`src/turf_pkg.sv`:
```
`default_nettype none

package turf_pkg;

    ////////////////////////////////////////////////////////////////////////////
    // Bus and link geometry
    ////////////////////////////////////////////////////////////////////////////

    localparam int ADDR_W       = 28;
    localparam int DATA_W       = 32;
    localparam int SPACE_W      = 15;
    localparam int CRATE_ADDR_W = 27;
    localparam int NUM_LINKS    = 4;
    localparam int LINK_W       = 2;

    // Targets of the register interconnect
    typedef enum logic [1:0] {
        SPACE_ID,
        SPACE_CRATE,
        SPACE_EMPTY
    } space_t;

    // Bridge kind field of the bridge control register
    typedef enum logic [1:0] {
        BRIDGE_NONE   = 2'd0,
        BRIDGE_AURORA = 2'd1,
        BRIDGE_RSVD2  = 2'd2,
        BRIDGE_RSVD3  = 2'd3
    } bridge_kind_t;

    ////////////////////////////////////////////////////////////////////////////
    // ID space registers
    ////////////////////////////////////////////////////////////////////////////

    // Word offsets taken from byte address bits 14:2
    localparam logic [SPACE_W-3:0] REG_IDENT       = 13'd0;
    localparam logic [SPACE_W-3:0] REG_DATEVERSION = 13'd1;
    localparam logic [SPACE_W-3:0] REG_BRIDGE_CTRL = 13'd2;
    localparam logic [SPACE_W-3:0] REG_BRIDGE_STAT = 13'd3;

    localparam logic [DATA_W-1:0] IDENT_WORD = "TURF";
    // Rev B flag, 15-bit build date field, major/minor/revision
    localparam logic [DATA_W-1:0] DATEVERSION_WORD = {1'b1, 15'h0000, 4'd0, 4'd1, 8'd6};

    ////////////////////////////////////////////////////////////////////////////
    // Crate bridge
    ////////////////////////////////////////////////////////////////////////////

    localparam logic [DATA_W-1:0] BRIDGE_ERR_DATA = 32'hFFFF_FFFF;
    localparam int BRIDGE_TIMEOUT_CYCLES = 256;
    // Write flag position in the address beat
    localparam int CMD_WE_BIT = 31;

    // Serial debug 16x ticks from the 100 MHz clock
    // 82/1024 gives 8 MHz within 0.1%, 25/4096 gives 38400 baud x16
    localparam int HSK_ACC_W = 10;
    localparam logic [HSK_ACC_W-1:0] HSK_ADD = 10'd82;
    localparam int GPS_ACC_W = 12;
    localparam logic [GPS_ACC_W-1:0] GPS_ADD = 12'd25;

endpackage

`default_nettype wire

```
`src/turf_intercon.sv`:
```
`timescale 1ns/1ns
`default_nettype none

module turf_intercon (
    input  wire                            ps_clk,
    input  wire                            rst_n_i,
    input  wire                            wb_cyc_i,
    input  wire                            wb_stb_i,
    input  wire                            wb_we_i,
    input  wire [turf_pkg::ADDR_W-1:0]     wb_adr_i,
    input  wire [turf_pkg::DATA_W-1:0]     wb_dat_i,
    output logic                           wb_ack_o,
    output logic [turf_pkg::DATA_W-1:0]    wb_dat_o,
    output logic                           id_stb_o,
    output logic                           crate_stb_o,
    output logic                           slv_we_o,
    output logic [turf_pkg::CRATE_ADDR_W-1:0] slv_adr_o,
    output logic [turf_pkg::DATA_W-1:0]    slv_dat_o,
    input  wire                            id_ack_i,
    input  wire                            crate_ack_i,
    input  wire [turf_pkg::DATA_W-1:0]     id_dat_i,
    input  wire [turf_pkg::DATA_W-1:0]     crate_dat_i
);

    import turf_pkg::*;

    typedef enum logic [1:0] {
        IDLE,
        SLAVE_WAIT,
        ACK
    } ic_state_t;

    ic_state_t state;
    space_t    space_d;
    space_t    space_q;
    logic [DATA_W-1:0] rdata_q;

    // Crate space takes the whole upper half
    always_comb begin
        if (wb_adr_i[27]) begin
            space_d = SPACE_CRATE;
        end else if (wb_adr_i[16:15] == 2'b00) begin
            space_d = SPACE_ID;
        end else begin
            space_d = SPACE_EMPTY;
        end
    end

    always_ff @(posedge ps_clk) begin
        if (!rst_n_i) begin
            state   <= IDLE;
            space_q <= SPACE_EMPTY;
        end else begin
            case (state)
                IDLE: begin
                    if (wb_cyc_i && wb_stb_i) begin
                        space_q <= space_d;
                        state   <= SLAVE_WAIT;
                    end
                end
                SLAVE_WAIT: begin
                    // Empty space answers on its own one cycle in
                    if ((space_q == SPACE_EMPTY) ||
                        (space_q == SPACE_ID && id_ack_i) ||
                        (space_q == SPACE_CRATE && crate_ack_i)) begin
                        state <= ACK;
                    end
                end
                default: state <= IDLE;
            endcase
        end
    end

    // Request and read data latches
    always_ff @(posedge ps_clk) begin
        if (state == IDLE && wb_cyc_i && wb_stb_i) begin
            slv_we_o  <= wb_we_i;
            slv_adr_o <= wb_adr_i[CRATE_ADDR_W-1:0];
            slv_dat_o <= wb_dat_i;
        end
        if (state == SLAVE_WAIT) begin
            case (space_q)
                SPACE_ID:    rdata_q <= id_dat_i;
                SPACE_CRATE: rdata_q <= crate_dat_i;
                default:     rdata_q <= '0;
            endcase
        end
    end

    assign id_stb_o    = (state == SLAVE_WAIT) && (space_q == SPACE_ID);
    assign crate_stb_o = (state == SLAVE_WAIT) && (space_q == SPACE_CRATE);
    assign wb_ack_o    = (state == ACK);
    assign wb_dat_o    = rdata_q;

    // One access at a time, so the master never sees back-to-back acks
    a_single_ack : assert property (@(posedge ps_clk) disable iff (!rst_n_i)
        wb_ack_o |=> !wb_ack_o);

endmodule

`default_nettype wire

```
`src/turf_id_ctrl.sv`:
```
`timescale 1ns/1ns
`default_nettype none

module turf_id_ctrl (
    input  wire                            ps_clk,
    input  wire                            rst_n_i,
    input  wire                            stb_i,
    input  wire                            we_i,
    input  wire [turf_pkg::SPACE_W-1:0]    adr_i,
    input  wire [turf_pkg::DATA_W-1:0]     dat_i,
    output logic                           ack_o,
    output logic [turf_pkg::DATA_W-1:0]    dat_o,
    output logic [turf_pkg::LINK_W-1:0]    bridge_link_o,
    output turf_pkg::bridge_kind_t         bridge_kind_o,
    input  wire [turf_pkg::NUM_LINKS-1:0]  timeout_i,
    input  wire [turf_pkg::NUM_LINKS-1:0]  invalid_i
);

    import turf_pkg::*;

    logic [SPACE_W-3:0]   word_adr;
    logic                 access;
    logic                 wr_stat;
    logic [NUM_LINKS-1:0] timeout_q;
    logic [NUM_LINKS-1:0] invalid_q;

    assign word_adr = adr_i[SPACE_W-1:2];
    // Strobe is held until ack, so only its first cycle counts
    assign access   = stb_i && !ack_o;
    assign wr_stat  = access && we_i && (word_adr == REG_BRIDGE_STAT);

    always_ff @(posedge ps_clk) begin
        if (!rst_n_i) begin
            ack_o         <= 1'b0;
            bridge_link_o <= '0;
            bridge_kind_o <= BRIDGE_NONE;
            timeout_q     <= '0;
            invalid_q     <= '0;
        end else begin
            ack_o <= access;
            if (access && we_i && word_adr == REG_BRIDGE_CTRL) begin
                bridge_link_o <= dat_i[3:2];
                bridge_kind_o <= bridge_kind_t'(dat_i[1:0]);
            end
            // New events win over a clear in the same cycle
            timeout_q <= (timeout_q & ~(wr_stat ? dat_i[3:0] : 4'h0)) | timeout_i;
            invalid_q <= (invalid_q & ~(wr_stat ? dat_i[7:4] : 4'h0)) | invalid_i;
        end
    end

    always_ff @(posedge ps_clk) begin
        if (access) begin
            case (word_adr)
                REG_IDENT:       dat_o <= IDENT_WORD;
                REG_DATEVERSION: dat_o <= DATEVERSION_WORD;
                REG_BRIDGE_CTRL: dat_o <= {28'h0, bridge_link_o, bridge_kind_o};
                REG_BRIDGE_STAT: dat_o <= {24'h0, invalid_q, timeout_q};
                default:         dat_o <= '0;
            endcase
        end
    end

    a_ack_after_stb : assert property (@(posedge ps_clk) disable iff (!rst_n_i)
        ack_o |-> $past(stb_i));

endmodule

`default_nettype wire

```
`src/crate_bridge.sv`:
```
`timescale 1ns/1ns
`default_nettype none

module crate_bridge (
    input  wire                              ps_clk,
    input  wire                              rst_n_i,
    input  wire                              stb_i,
    input  wire                              we_i,
    input  wire [turf_pkg::CRATE_ADDR_W-1:0] adr_i,
    input  wire [turf_pkg::DATA_W-1:0]       dat_i,
    output logic                             ack_o,
    output logic [turf_pkg::DATA_W-1:0]      dat_o,
    input  wire [turf_pkg::LINK_W-1:0]       bridge_link_i,
    input  turf_pkg::bridge_kind_t           bridge_kind_i,
    input  wire [turf_pkg::NUM_LINKS-1:0]    link_up_i,
    output logic [turf_pkg::NUM_LINKS-1:0]   timeout_o,
    output logic [turf_pkg::NUM_LINKS-1:0]   invalid_o,
    output logic                             cmd_tvalid_o,
    input  wire                              cmd_tready_i,
    output logic [turf_pkg::DATA_W-1:0]      cmd_tdata_o,
    output logic [turf_pkg::LINK_W-1:0]      cmd_tdest_o,
    output logic                             cmd_tlast_o,
    input  wire                              resp_tvalid_i,
    output logic                             resp_tready_o,
    input  wire [turf_pkg::DATA_W-1:0]       resp_tdata_i,
    input  wire [turf_pkg::LINK_W-1:0]       resp_tuser_i
);

    import turf_pkg::*;

    typedef enum logic [2:0] {
        BR_IDLE,
        BR_ADDR,
        BR_DATA,
        BR_RESP,
        BR_ACK
    } br_state_t;

    br_state_t state;
    logic [$clog2(BRIDGE_TIMEOUT_CYCLES)-1:0] tmo_cnt;
    logic                    we_q;
    logic [CRATE_ADDR_W-1:0] adr_q;
    logic [DATA_W-1:0]       wdat_q;
    logic [LINK_W-1:0]       link_q;
    logic [DATA_W-1:0]       addr_beat;
    logic                    resp_hit;

    always_comb begin
        addr_beat                     = '0;
        addr_beat[CMD_WE_BIT]         = we_q;
        addr_beat[CRATE_ADDR_W-1:0]   = adr_q;
    end

    assign resp_hit = resp_tvalid_i && (resp_tuser_i == link_q);

    ////////////////////////////////////////////////////////////////////////////
    // Access sequencer
    ////////////////////////////////////////////////////////////////////////////

    always_ff @(posedge ps_clk) begin
        if (!rst_n_i) begin
            state     <= BR_IDLE;
            tmo_cnt   <= '0;
            timeout_o <= '0;
            invalid_o <= '0;
        end else begin
            timeout_o <= '0;
            invalid_o <= '0;
            case (state)
                BR_IDLE: begin
                    if (stb_i) begin
                        if (bridge_kind_i == BRIDGE_NONE) begin
                            state <= BR_ACK;
                        end else if (bridge_kind_i == BRIDGE_AURORA &&
                                     link_up_i[bridge_link_i]) begin
                            state <= BR_ADDR;
                        end else begin
                            invalid_o[bridge_link_i] <= 1'b1;
                            state <= BR_ACK;
                        end
                    end
                end
                BR_ADDR: begin
                    tmo_cnt <= '0;
                    if (cmd_tready_i) begin
                        state <= we_q ? BR_DATA : BR_RESP;
                    end
                end
                BR_DATA: begin
                    tmo_cnt <= '0;
                    if (cmd_tready_i) begin
                        state <= BR_RESP;
                    end
                end
                BR_RESP: begin
                    tmo_cnt <= tmo_cnt + 1'b1;
                    if (resp_hit) begin
                        state <= BR_ACK;
                    end else if (tmo_cnt == BRIDGE_TIMEOUT_CYCLES - 1) begin
                        timeout_o[link_q] <= 1'b1;
                        state <= BR_ACK;
                    end
                end
                default: state <= BR_IDLE;
            endcase
        end
    end

    // Request latch and read data
    always_ff @(posedge ps_clk) begin
        if (state == BR_IDLE && stb_i) begin
            we_q   <= we_i;
            adr_q  <= adr_i;
            wdat_q <= dat_i;
            link_q <= bridge_link_i;
            if (bridge_kind_i == BRIDGE_NONE) begin
                dat_o <= '0;
            end else begin
                dat_o <= BRIDGE_ERR_DATA;
            end
        end else if (state == BR_RESP) begin
            if (resp_hit) begin
                dat_o <= resp_tdata_i;
            end else begin
                dat_o <= BRIDGE_ERR_DATA;
            end
        end
    end

    assign ack_o         = (state == BR_ACK);
    assign cmd_tvalid_o  = (state == BR_ADDR) || (state == BR_DATA);
    assign cmd_tdata_o   = (state == BR_DATA) ? wdat_q : addr_beat;
    assign cmd_tlast_o   = (state == BR_DATA) || !we_q;
    assign cmd_tdest_o   = link_q;
    assign resp_tready_o = 1'b1;

    a_cmd_stable : assert property (@(posedge ps_clk) disable iff (!rst_n_i)
        (cmd_tvalid_o && !cmd_tready_i) |=>
            (cmd_tvalid_o && $stable(cmd_tdata_o) && $stable(cmd_tlast_o)));

endmodule

`default_nettype wire

```
`src/uart_baud_ticks.sv`:
```
`timescale 1ns/1ns
`default_nettype none

module uart_baud_ticks (
    input  wire  ps_clk,
    input  wire  rst_n_i,
    output logic hsk_tick_o,
    output logic gps_tick_o
);

    import turf_pkg::*;

    // One extra bit on each accumulator holds the carry
    logic [HSK_ACC_W:0] hsk_acc;
    logic [GPS_ACC_W:0] gps_acc;

    always_ff @(posedge ps_clk) begin
        if (!rst_n_i) begin
            hsk_acc <= '0;
            gps_acc <= '0;
        end else begin
            hsk_acc <= {1'b0, hsk_acc[HSK_ACC_W-1:0]} + {1'b0, HSK_ADD};
            gps_acc <= {1'b0, gps_acc[GPS_ACC_W-1:0]} + {1'b0, GPS_ADD};
        end
    end

    assign hsk_tick_o = hsk_acc[HSK_ACC_W];
    assign gps_tick_o = gps_acc[GPS_ACC_W];

endmodule

`default_nettype wire

```
`src/turf_regs_top.sv`:
```
`timescale 1ns/1ns
`default_nettype none

module turf_regs_top (
    input  wire                            ps_clk,
    input  wire                            rst_n_i,
    input  wire                            wb_cyc_i,
    input  wire                            wb_stb_i,
    input  wire                            wb_we_i,
    input  wire [turf_pkg::ADDR_W-1:0]     wb_adr_i,
    input  wire [turf_pkg::DATA_W-1:0]     wb_dat_i,
    output logic                           wb_ack_o,
    output logic [turf_pkg::DATA_W-1:0]    wb_dat_o,
    input  wire [turf_pkg::NUM_LINKS-1:0]  link_up_i,
    output logic                           cmd_tvalid_o,
    input  wire                            cmd_tready_i,
    output logic [turf_pkg::DATA_W-1:0]    cmd_tdata_o,
    output logic [turf_pkg::LINK_W-1:0]    cmd_tdest_o,
    output logic                           cmd_tlast_o,
    input  wire                            resp_tvalid_i,
    output logic                           resp_tready_o,
    input  wire [turf_pkg::DATA_W-1:0]     resp_tdata_i,
    input  wire [turf_pkg::LINK_W-1:0]     resp_tuser_i,
    output logic                           hsk_tick_o,
    output logic                           gps_tick_o
);

    import turf_pkg::*;

    ////////////////////////////////////////////////////////////////////////////
    // Register bus fabric
    ////////////////////////////////////////////////////////////////////////////

    logic                    id_stb;
    logic                    crate_stb;
    logic                    slv_we;
    logic [CRATE_ADDR_W-1:0] slv_adr;
    logic [DATA_W-1:0]       slv_dat;
    logic                    id_ack;
    logic                    crate_ack;
    logic [DATA_W-1:0]       id_dat;
    logic [DATA_W-1:0]       crate_dat;

    // Bridge selection and status between ID space and bridge
    logic [LINK_W-1:0]       bridge_link;
    bridge_kind_t            bridge_kind;
    logic [NUM_LINKS-1:0]    bridge_timeout;
    logic [NUM_LINKS-1:0]    bridge_invalid;

    turf_intercon i_intercon (
        .ps_clk      (ps_clk),
        .rst_n_i     (rst_n_i),
        .wb_cyc_i    (wb_cyc_i),
        .wb_stb_i    (wb_stb_i),
        .wb_we_i     (wb_we_i),
        .wb_adr_i    (wb_adr_i),
        .wb_dat_i    (wb_dat_i),
        .wb_ack_o    (wb_ack_o),
        .wb_dat_o    (wb_dat_o),
        .id_stb_o    (id_stb),
        .crate_stb_o (crate_stb),
        .slv_we_o    (slv_we),
        .slv_adr_o   (slv_adr),
        .slv_dat_o   (slv_dat),
        .id_ack_i    (id_ack),
        .crate_ack_i (crate_ack),
        .id_dat_i    (id_dat),
        .crate_dat_i (crate_dat)
    );

    turf_id_ctrl i_id_ctrl (
        .ps_clk        (ps_clk),
        .rst_n_i       (rst_n_i),
        .stb_i         (id_stb),
        .we_i          (slv_we),
        .adr_i         (slv_adr[SPACE_W-1:0]),
        .dat_i         (slv_dat),
        .ack_o         (id_ack),
        .dat_o         (id_dat),
        .bridge_link_o (bridge_link),
        .bridge_kind_o (bridge_kind),
        .timeout_i     (bridge_timeout),
        .invalid_i     (bridge_invalid)
    );

    crate_bridge i_bridge (
        .ps_clk        (ps_clk),
        .rst_n_i       (rst_n_i),
        .stb_i         (crate_stb),
        .we_i          (slv_we),
        .adr_i         (slv_adr),
        .dat_i         (slv_dat),
        .ack_o         (crate_ack),
        .dat_o         (crate_dat),
        .bridge_link_i (bridge_link),
        .bridge_kind_i (bridge_kind),
        .link_up_i     (link_up_i),
        .timeout_o     (bridge_timeout),
        .invalid_o     (bridge_invalid),
        .cmd_tvalid_o  (cmd_tvalid_o),
        .cmd_tready_i  (cmd_tready_i),
        .cmd_tdata_o   (cmd_tdata_o),
        .cmd_tdest_o   (cmd_tdest_o),
        .cmd_tlast_o   (cmd_tlast_o),
        .resp_tvalid_i (resp_tvalid_i),
        .resp_tready_o (resp_tready_o),
        .resp_tdata_i  (resp_tdata_i),
        .resp_tuser_i  (resp_tuser_i)
    );

    // Serial debug sample ticks
    uart_baud_ticks i_baud (
        .ps_clk     (ps_clk),
        .rst_n_i    (rst_n_i),
        .hsk_tick_o (hsk_tick_o),
        .gps_tick_o (gps_tick_o)
    );

endmodule

`default_nettype wire

```
`config.mk`:
```
export PLATFORM = sky130hd
export DESIGN_NAME = turf_regs_top
export DESIGN_NICKNAME = d
export VERILOG_FILES = /design/src/turf_pkg.sv /design/src/turf_intercon.sv /design/src/turf_id_ctrl.sv /design/src/crate_bridge.sv /design/src/uart_baud_ticks.sv /design/src/turf_regs_top.sv
export SDC_FILE = /design/constraint.sdc
export NUM_CORES = 1
export LEC_CHECK = 0
export ABC_AREA = 1
export BUFFER_PORTS_ARGS = -buffer_cell sky130_fd_sc_hd__buf_2
export CORE_MARGIN = 2
export CORE_UTILIZATION = 60
export CTS_CLUSTER_DIAMETER = 150
export DETAILED_ROUTE_END_ITERATION = 10
export PLACE_DENSITY = 0.82
export SETUP_SLACK_MARGIN = 0.4
export SYNTH_ARGS = -nofsm -noshare
export SYNTH_HDL_FRONTEND = slang
export SYNTH_HIERARCHICAL = 1
export SYNTH_SLANG_ARGS = --single-unit
```
`constraint.sdc`:
```
create_clock -name ps_clk -period 9.71 [get_ports ps_clk]
set_clock_uncertainty 0.15 [all_clocks]
set_input_delay 0.4855 -clock ps_clk [delete_from_list [all_inputs] [get_ports ps_clk]]
set_output_delay 0.4855 -clock ps_clk [all_outputs]
set_load 0.005 [all_outputs]
```
After elaboration in Yosys (flattened, before gate mapping)
Cells that the tools add are included.
{"block": "classes", "addsub": 3, "n_mul": 0, "div": 0, "order_cmp": 4, "eq_ne": 20, "shift": 0, "n_mux": 30, "n_bitwise": 11, "reduce_logical": 36}
{"op": "2-to-1 mux 32 bit", "count": 5}
{"op": "one-hot mux 32 bit (4 select lines)", "count": 1}
{"op": "one-hot mux 32 bit (2 select lines)", "count": 1}
{"op": "equality test 13 x 2 -> 1 bit, second input constant", "count": 2}
{"op": "2-to-1 mux 3 bit", "count": 7}
{"op": "logical AND 1 bit", "count": 16}
{"op": "one-hot mux 8 bit (2 select lines)", "count": 1}
{"op": "adder 12 x 5 -> 13 bit, second input constant", "count": 1}
{"op": "equality test 13 x 1 -> 1 bit, second input constant", "count": 1}
{"op": "zero test 13 bit", "count": 1}
{"op": "one-hot mux 3 bit (4 select lines)", "count": 1}
{"op": "adder 10 x 7 -> 11 bit, second input constant", "count": 1}
{"op": "adder 8 x 1 -> 8 bit, second input constant", "count": 1}
{"op": "bitwise AND 4 bit", "count": 2}
{"op": "equality test 8 bit, second input constant", "count": 1}
{"op": "zero test 2 bit", "count": 4}
{"op": "2-to-1 mux 2 bit", "count": 4}
{"op": "2-to-1 mux 4 bit", "count": 2}
{"op": "inverter 4 bit", "count": 2}
{"op": "bitwise OR 4 bit", "count": 2}
{"op": "equality test 2 x 1 -> 1 bit, second input constant", "count": 3}
{"op": "equality test 3 x 2 -> 1 bit, second input constant", "count": 2}
{"op": "less-than comparator 2 x 3 -> 1 bit, second input constant", "count": 2}
{"op": "inequality test 2 x 1 -> 1 bit, second input constant", "count": 3}
{"op": "other kinds (21)", "count": 38}
{"block": "totals", "reg_bits": 278, "latchBits": 0, "ram_bits": 0, "rom_bits": 0, "in_bits": 105, "out_inout_bits": 72, "word_cells": 127, "mem_count": 0}

Depth between registers and ports, before layout
{"block": "depth", "word_depth": 9, "depth_mapped": 11, "mapped_depth_nobuf": 11}

Modules after synthesis
The synthesis kept the hierarchy.
{"module": "crate_bridge", "n_inst": 1, "cells_per_inst": 410, "area_each_um2": 4539.4, "seq_area_each_um2": 3203.1}
{"module": "turf_intercon", "n_inst": 1, "cells_per_inst": 240, "area_each_um2": 3492.1, "seq_area_each_um2": 2842.7}
{"module": "turf_id_ctrl", "n_inst": 1, "cells_per_inst": 151, "area_each_um2": 1251.2, "seq_area_each_um2": 560.5}
{"module": "uart_baud_ticks", "n_inst": 1, "cells_per_inst": 129, "area_each_um2": 949.7, "seq_area_each_um2": 460.4}

Worst setup path before layout
Ideal clock, no wire load.
{"block": "synth_timing", "path_type": "input to register", "startpoint": "in wb_stb_i", "endpoint": "reg i_intercon/slv_adr_o[0] in the netlist's numbering (enable)", "setup_time_ns": 0.482, "t_arrival_ns": 3.121, "t_required_ns": 9.078, "setup_slack_ns": 5.957, "path_stages": 2, "n_path_buf": 0, "cell_sequence": "nand2_1 > nor2_1"}
{"block": "synth_between", "elab_chain_len": 1}
{"element": "from (decl)", "line_no": "turf_regs_top.sv:8", "rtl": "input wire wb_stb_i,"}
{"element": "logical AND 1 bit", "line_no": "turf_intercon.sv:76", "rtl": "if (state == IDLE && wb_cyc_i && wb_stb_i) begin"}
{"element": "to (signal assigned)", "line_no": "turf_intercon.sv:78", "rtl": "slv_adr_o <= wb_adr_i[CRATE_ADDR_W-1:0];"}
{"element": "to (decl)", "line_no": "turf_intercon.sv:17", "rtl": "output logic [turf_pkg::CRATE_ADDR_W-1:0] slv_adr_o,"}
No other way between the ends.
A chain may end at the register's enable or synchronous reset.

Worst setup path in the final report
{"block": "layout_timing", "startpoint": "reg i_bridge.state[2]", "endpoint": "out cmd_tdata_o[31] in the netlist's numbering"}
{"block": "layout_between", "elab_chain_len": 2}
{"element": "from (decl)", "line_no": "crate_bridge.sv:39", "rtl": "br_state_t state;"}
{"element": "from (signal assigned)", "line_no": "crate_bridge.sv:86", "rtl": "state <= we_q ? BR_DATA : BR_RESP;"}
{"element": "equality test 3 x 2 -> 1 bit", "line_no": "crate_bridge.sv:132", "rtl": "assign cmd_tdata_o = (state == BR_DATA) ? wdat_q : addr_beat;"}
{"element": "2-to-1 mux 32 bit", "line_no": "crate_bridge.sv:132"}
{"element": "to (decl)", "line_no": "turf_regs_top.sv:17", "rtl": "output logic [turf_pkg::DATA_W-1:0] cmd_tdata_o,"}
No other way between the ends.

==> flow_metrics.py <==
metrics = {
    "die": {
        "dieHeight_um": 135,
        "start_util_pct": 61.5,
        "io_pins": 177,
        "die_area_sq_mm": 0.0181,
        "rows": 47,
        "dieWidth_um": 135,
        "core_sq_mm": 0.0166,
    },
    "worst_setup_path": {
        "crit_path_frequent_cell": "nand2_1",
        "slowest_stage": "inv_2",
        "cp.required_ps": 9070,
        "cp_cell_sequence": "nor3_4 -> buf_4 -> inv_2 -> nand2_1 -> nand2_1 -> buf_2",
        "critical_path_arrival_ps": 2340,
        "path_class": "reg -> out",
        "path_buf_inv": 3,
        "r2r-end": "i_bridge/wdat_q[0]",
        "path_max_fanout": 32,
        "critPathTopFamily": "buffers and inverters",
        "timing.rr.start": "i_intercon/space_q[1]",
        "slowest_delay_ps": 510,
        "crit_path_start_kind": "flip-flop",
        "endpoint_kind": "output pin",
        "reg2reg_slack_ps": 6940,
        "r2r_cells": 6,
    },
    "clock_network": {
        "clock_sinks": 255,
        "cts_tree": "built",
        "post-cts-setup-buffers": 0,
        "root_buffer": "clkbuf_16",
        "clk_path_buf_depth": 3,
        "ctsResizeCount": 0,
        "cts_buffers": 26,
        "h-tree-depth": 1,
        "clkLatencyLatePin_ps": 530,
        "clk_pin_slew_ps": 60,
    },
    "placement": {
        "port_buffers": 175,
        "dp_hpwl_um": 12900,
        "routabilityCongestion": 0.808,
        "dpl_cell_area_sq_mm": 0.0111,
        "place_inst": 1288,
    },
    "sta": {
        "fmax_mhz": 336,
        "hold_viol": 0,
        "slew_violations": 0,
        "slew_headroom_pct": 19.0,
        "finalSetupViolCount": 0,
        "fin_crit_ps": 2980,
        "finalSetupTns_ps": 0,
        "rsz0062_at_grt": "false",
        "fin_crit_sh_pct": 30.7,
        "worstMarginPinSlew_ps": 1210,
    },
    "power": {
        "power_switching_share_pct": 24.2,
        "intPower_uw": 1810,
        "ir_worst_vdd_mv": 0.166,
        "power_density_mw_per_mm2": 192,
        "clkPwrFrac_pct": 38.9,
        "combPwrFrac_pct": 9.8,
        "seqPwrFrac_pct": 51.2,
        "leakagePower_uw": 0.00505,
        "switchingPower_uw": 579,
    },
    "yosys": {
        "synth.area.top_cells": "edfxtp_1 (58%), dfxtp_1 (12%), nand2_1 (11%)",
        "synth-edff-count": 196,
        "ys_seq_area_share_pct": 69.1,
        "synth_area_sq_mm": 0.0102,
        "avgSynthCellArea_sq_um": 11.0,
        "syn-instance-count": 930,
        "yosysUniqueCellTypes": 34,
        "yosys.area.top_type": "edfxtp_1",
        "synth_top_area_share_pct": 57.5,
        "synth_warnings": 6,
        "synth_top_flop_cell": "edfxtp_1",
        "async_flop_share_pct": 0,
        "synth-seq-cells": 255,
    },
    "min_path": {
        "min_from": "wb_dat_i[7]",
        "holdCritPathClass": "in -> reg",
        "hold-path-endpoint": "i_intercon/slv_dat_o[7]",
        "min_path_cells": 1,
    },
    "detailed_routing": {
        "firstDrtPassIters": 5,
        "wl_um": 23400,
        "drc_errors": 0,
        "num_vias": 7515,
        "drt_iter0_drc": 602,
        "ant_nets": 0,
        "via_per_inst": 5.39,
        "routedWlPerCell_um": 16.8,
    },
    "layout": {
        "final_area_sq_mm": 0.0124,
        "fillers": 1036,
        "finalNetCount": 1262,
        "final_cell_mix": "nand2_1 (296), edfxtp_1 (196), buf_2 (175)",
        "stdcell_count": 1395,
        "layout_commonest_cell": "nand2_1",
        "drive_gt1_share_pct": 21.6,
        "utilization_pct": 74.8,
        "area_growth_pct": 21.6,
    },
    "global_routing": {
        "antenna_found_initial": 1,
        "grt_max_degree": 63,
        "grt_pass1_vias": 7268,
        "gr-total-overflow": 0,
        "grtUsageTotal_pct": 25.5,
        "grt_pass1_wl_um": 35800,
    },
    "run_status": {
        "status": "completed",
    },
    "flow_run": {
        "drv_cap": 0,
    },
}
==> sequential cells by signal (all words and copies together) (netlist names) <==
name and count:
i_id_ctrl/bridge_link_o 2, i_id_ctrl/bridge_kind_o 2, i_bridge/state 3, i_intercon/slv_we_o 1, i_bridge/wdat_q 32, i_bridge/invalid_o 4
i_bridge/timeout_o 4, i_id_ctrl/invalid_q 4, i_intercon/wb_dat_o 32, i_bridge/adr_q 27, i_intercon/space_q 2, i_bridge/tmo_cnt 8
i_id_ctrl/dat_o 10, i_bridge/dat_o 32, i_intercon/slv_adr_o 27, i_intercon/state 2, i_bridge/we_q 1, i_id_ctrl/timeout_q 4
i_baud/gps_acc 13, i_baud/hsk_acc 10, i_id_ctrl/ack_o 1, i_intercon/slv_dat_o 32, i_bridge/cmd_tdest_o 2
==> through the flow <==
step                      hold slack [ps]  power, uW  setup slack, ps
after floorplan                       250       1370             5960
after global placement                250       1440             7140
after detailed placement              255       1450             7050
after CTS                           0.255       2370             6750
after global routing                0.563       2470             6610
final                                21.7       2390             6730
==> power by group through the flow <==
stage | Sequential [uW] | Combinational [uW] | Clock [uW]
after floorplan | 1240 | 128 | 0
after global placement | 1250 | 199 | 0
after detailed placement | 1250 | 205 | 0
after CTS | 1220 | 226 | 924
after global routing | 1230 | 257 | 983
final | 1230 | 235 | 932
==> logic make-up after synthesis <==
logic type,after synthesis,synth area share (%)
AND/OR/NAND/NOR,456,19.4
flip-flops,255,69.1
buffers and inverters,130,6.74
AO/OA/AOI/OAI,84,4.34
adder cells (fa/ha/maj),3,0.367
other,2,0.0734
==> worst max path at each step <==
stage	depth (start not counted)	slack, ps	start	to
3_5_place_dp	6	7050	i_intercon/space_q[1]	i_bridge/adr_q[18]
3_3_place_gp	6	7140	i_intercon/space_q[1]	i_bridge/wdat_q[27]
6_report	6	6730	i_bridge/state[2]	cmd_tdata_o[31]
2_1_floorplan	2	5960	wb_stb_i	i_intercon/slv_adr_o[0]
5_1_grt	6	6610	i_bridge/state[0]	cmd_tdata_o[31]
4_1_cts	6	6750	i_bridge/state[2]	cmd_tdata_o[31]
==> timing repair <==
item,CTS,global route
endpoints found under the hold margin,57,1
setup endpoints to repair,0,0
hold buffers,57,1
==> synth_stat cells, types with 6 or more instances <==
master / count
dfxtp_1: 59
clkbuf_1: 7
inv_1: 68
nor2_1: 47
buf_6: 11
nand3_1: 59
a21oi_1: 35
buf_2: 7
edfxtp_1: 196
nand2_1: 296
nand4_1: 15
inv_2: 9
o21ai_1: 6
o21ai_0: 37
nor3_1: 14
buf_4: 26
==> cell type report <==
| type | instances | area [sq um] | area share, % |
|---|---|---|---|
| flip-flops and latches | 255 | 7070 | 56.8 |
| multi-input cells | 556 | 2530 | 20.3 |
| repair buffers | 238 | 1490 | 12.0 |
| clock buffers | 30 | 666 | 5.35 |
| inverters | 77 | 289 | 2.32 |
| well taps | 220 | 275 | 2.21 |
| clock inverters | 18 | 123 | 0.985 |
| diodes | 1 | 2.50 | 0.0201 |
==> per-layer routing <==
metal / global-route usage (%) / part of all wire, % / vias to the layer above
met1: 29.7 / 36 / 3520
met4: 10.6 / 4.4 / 0
li1: - / - / 3536
met5: 0 / 0 / -
met3: 4.58 / 7.7 / 82
met2: 46.5 / 52 / 377
Power figures use the tool's default switching activity.
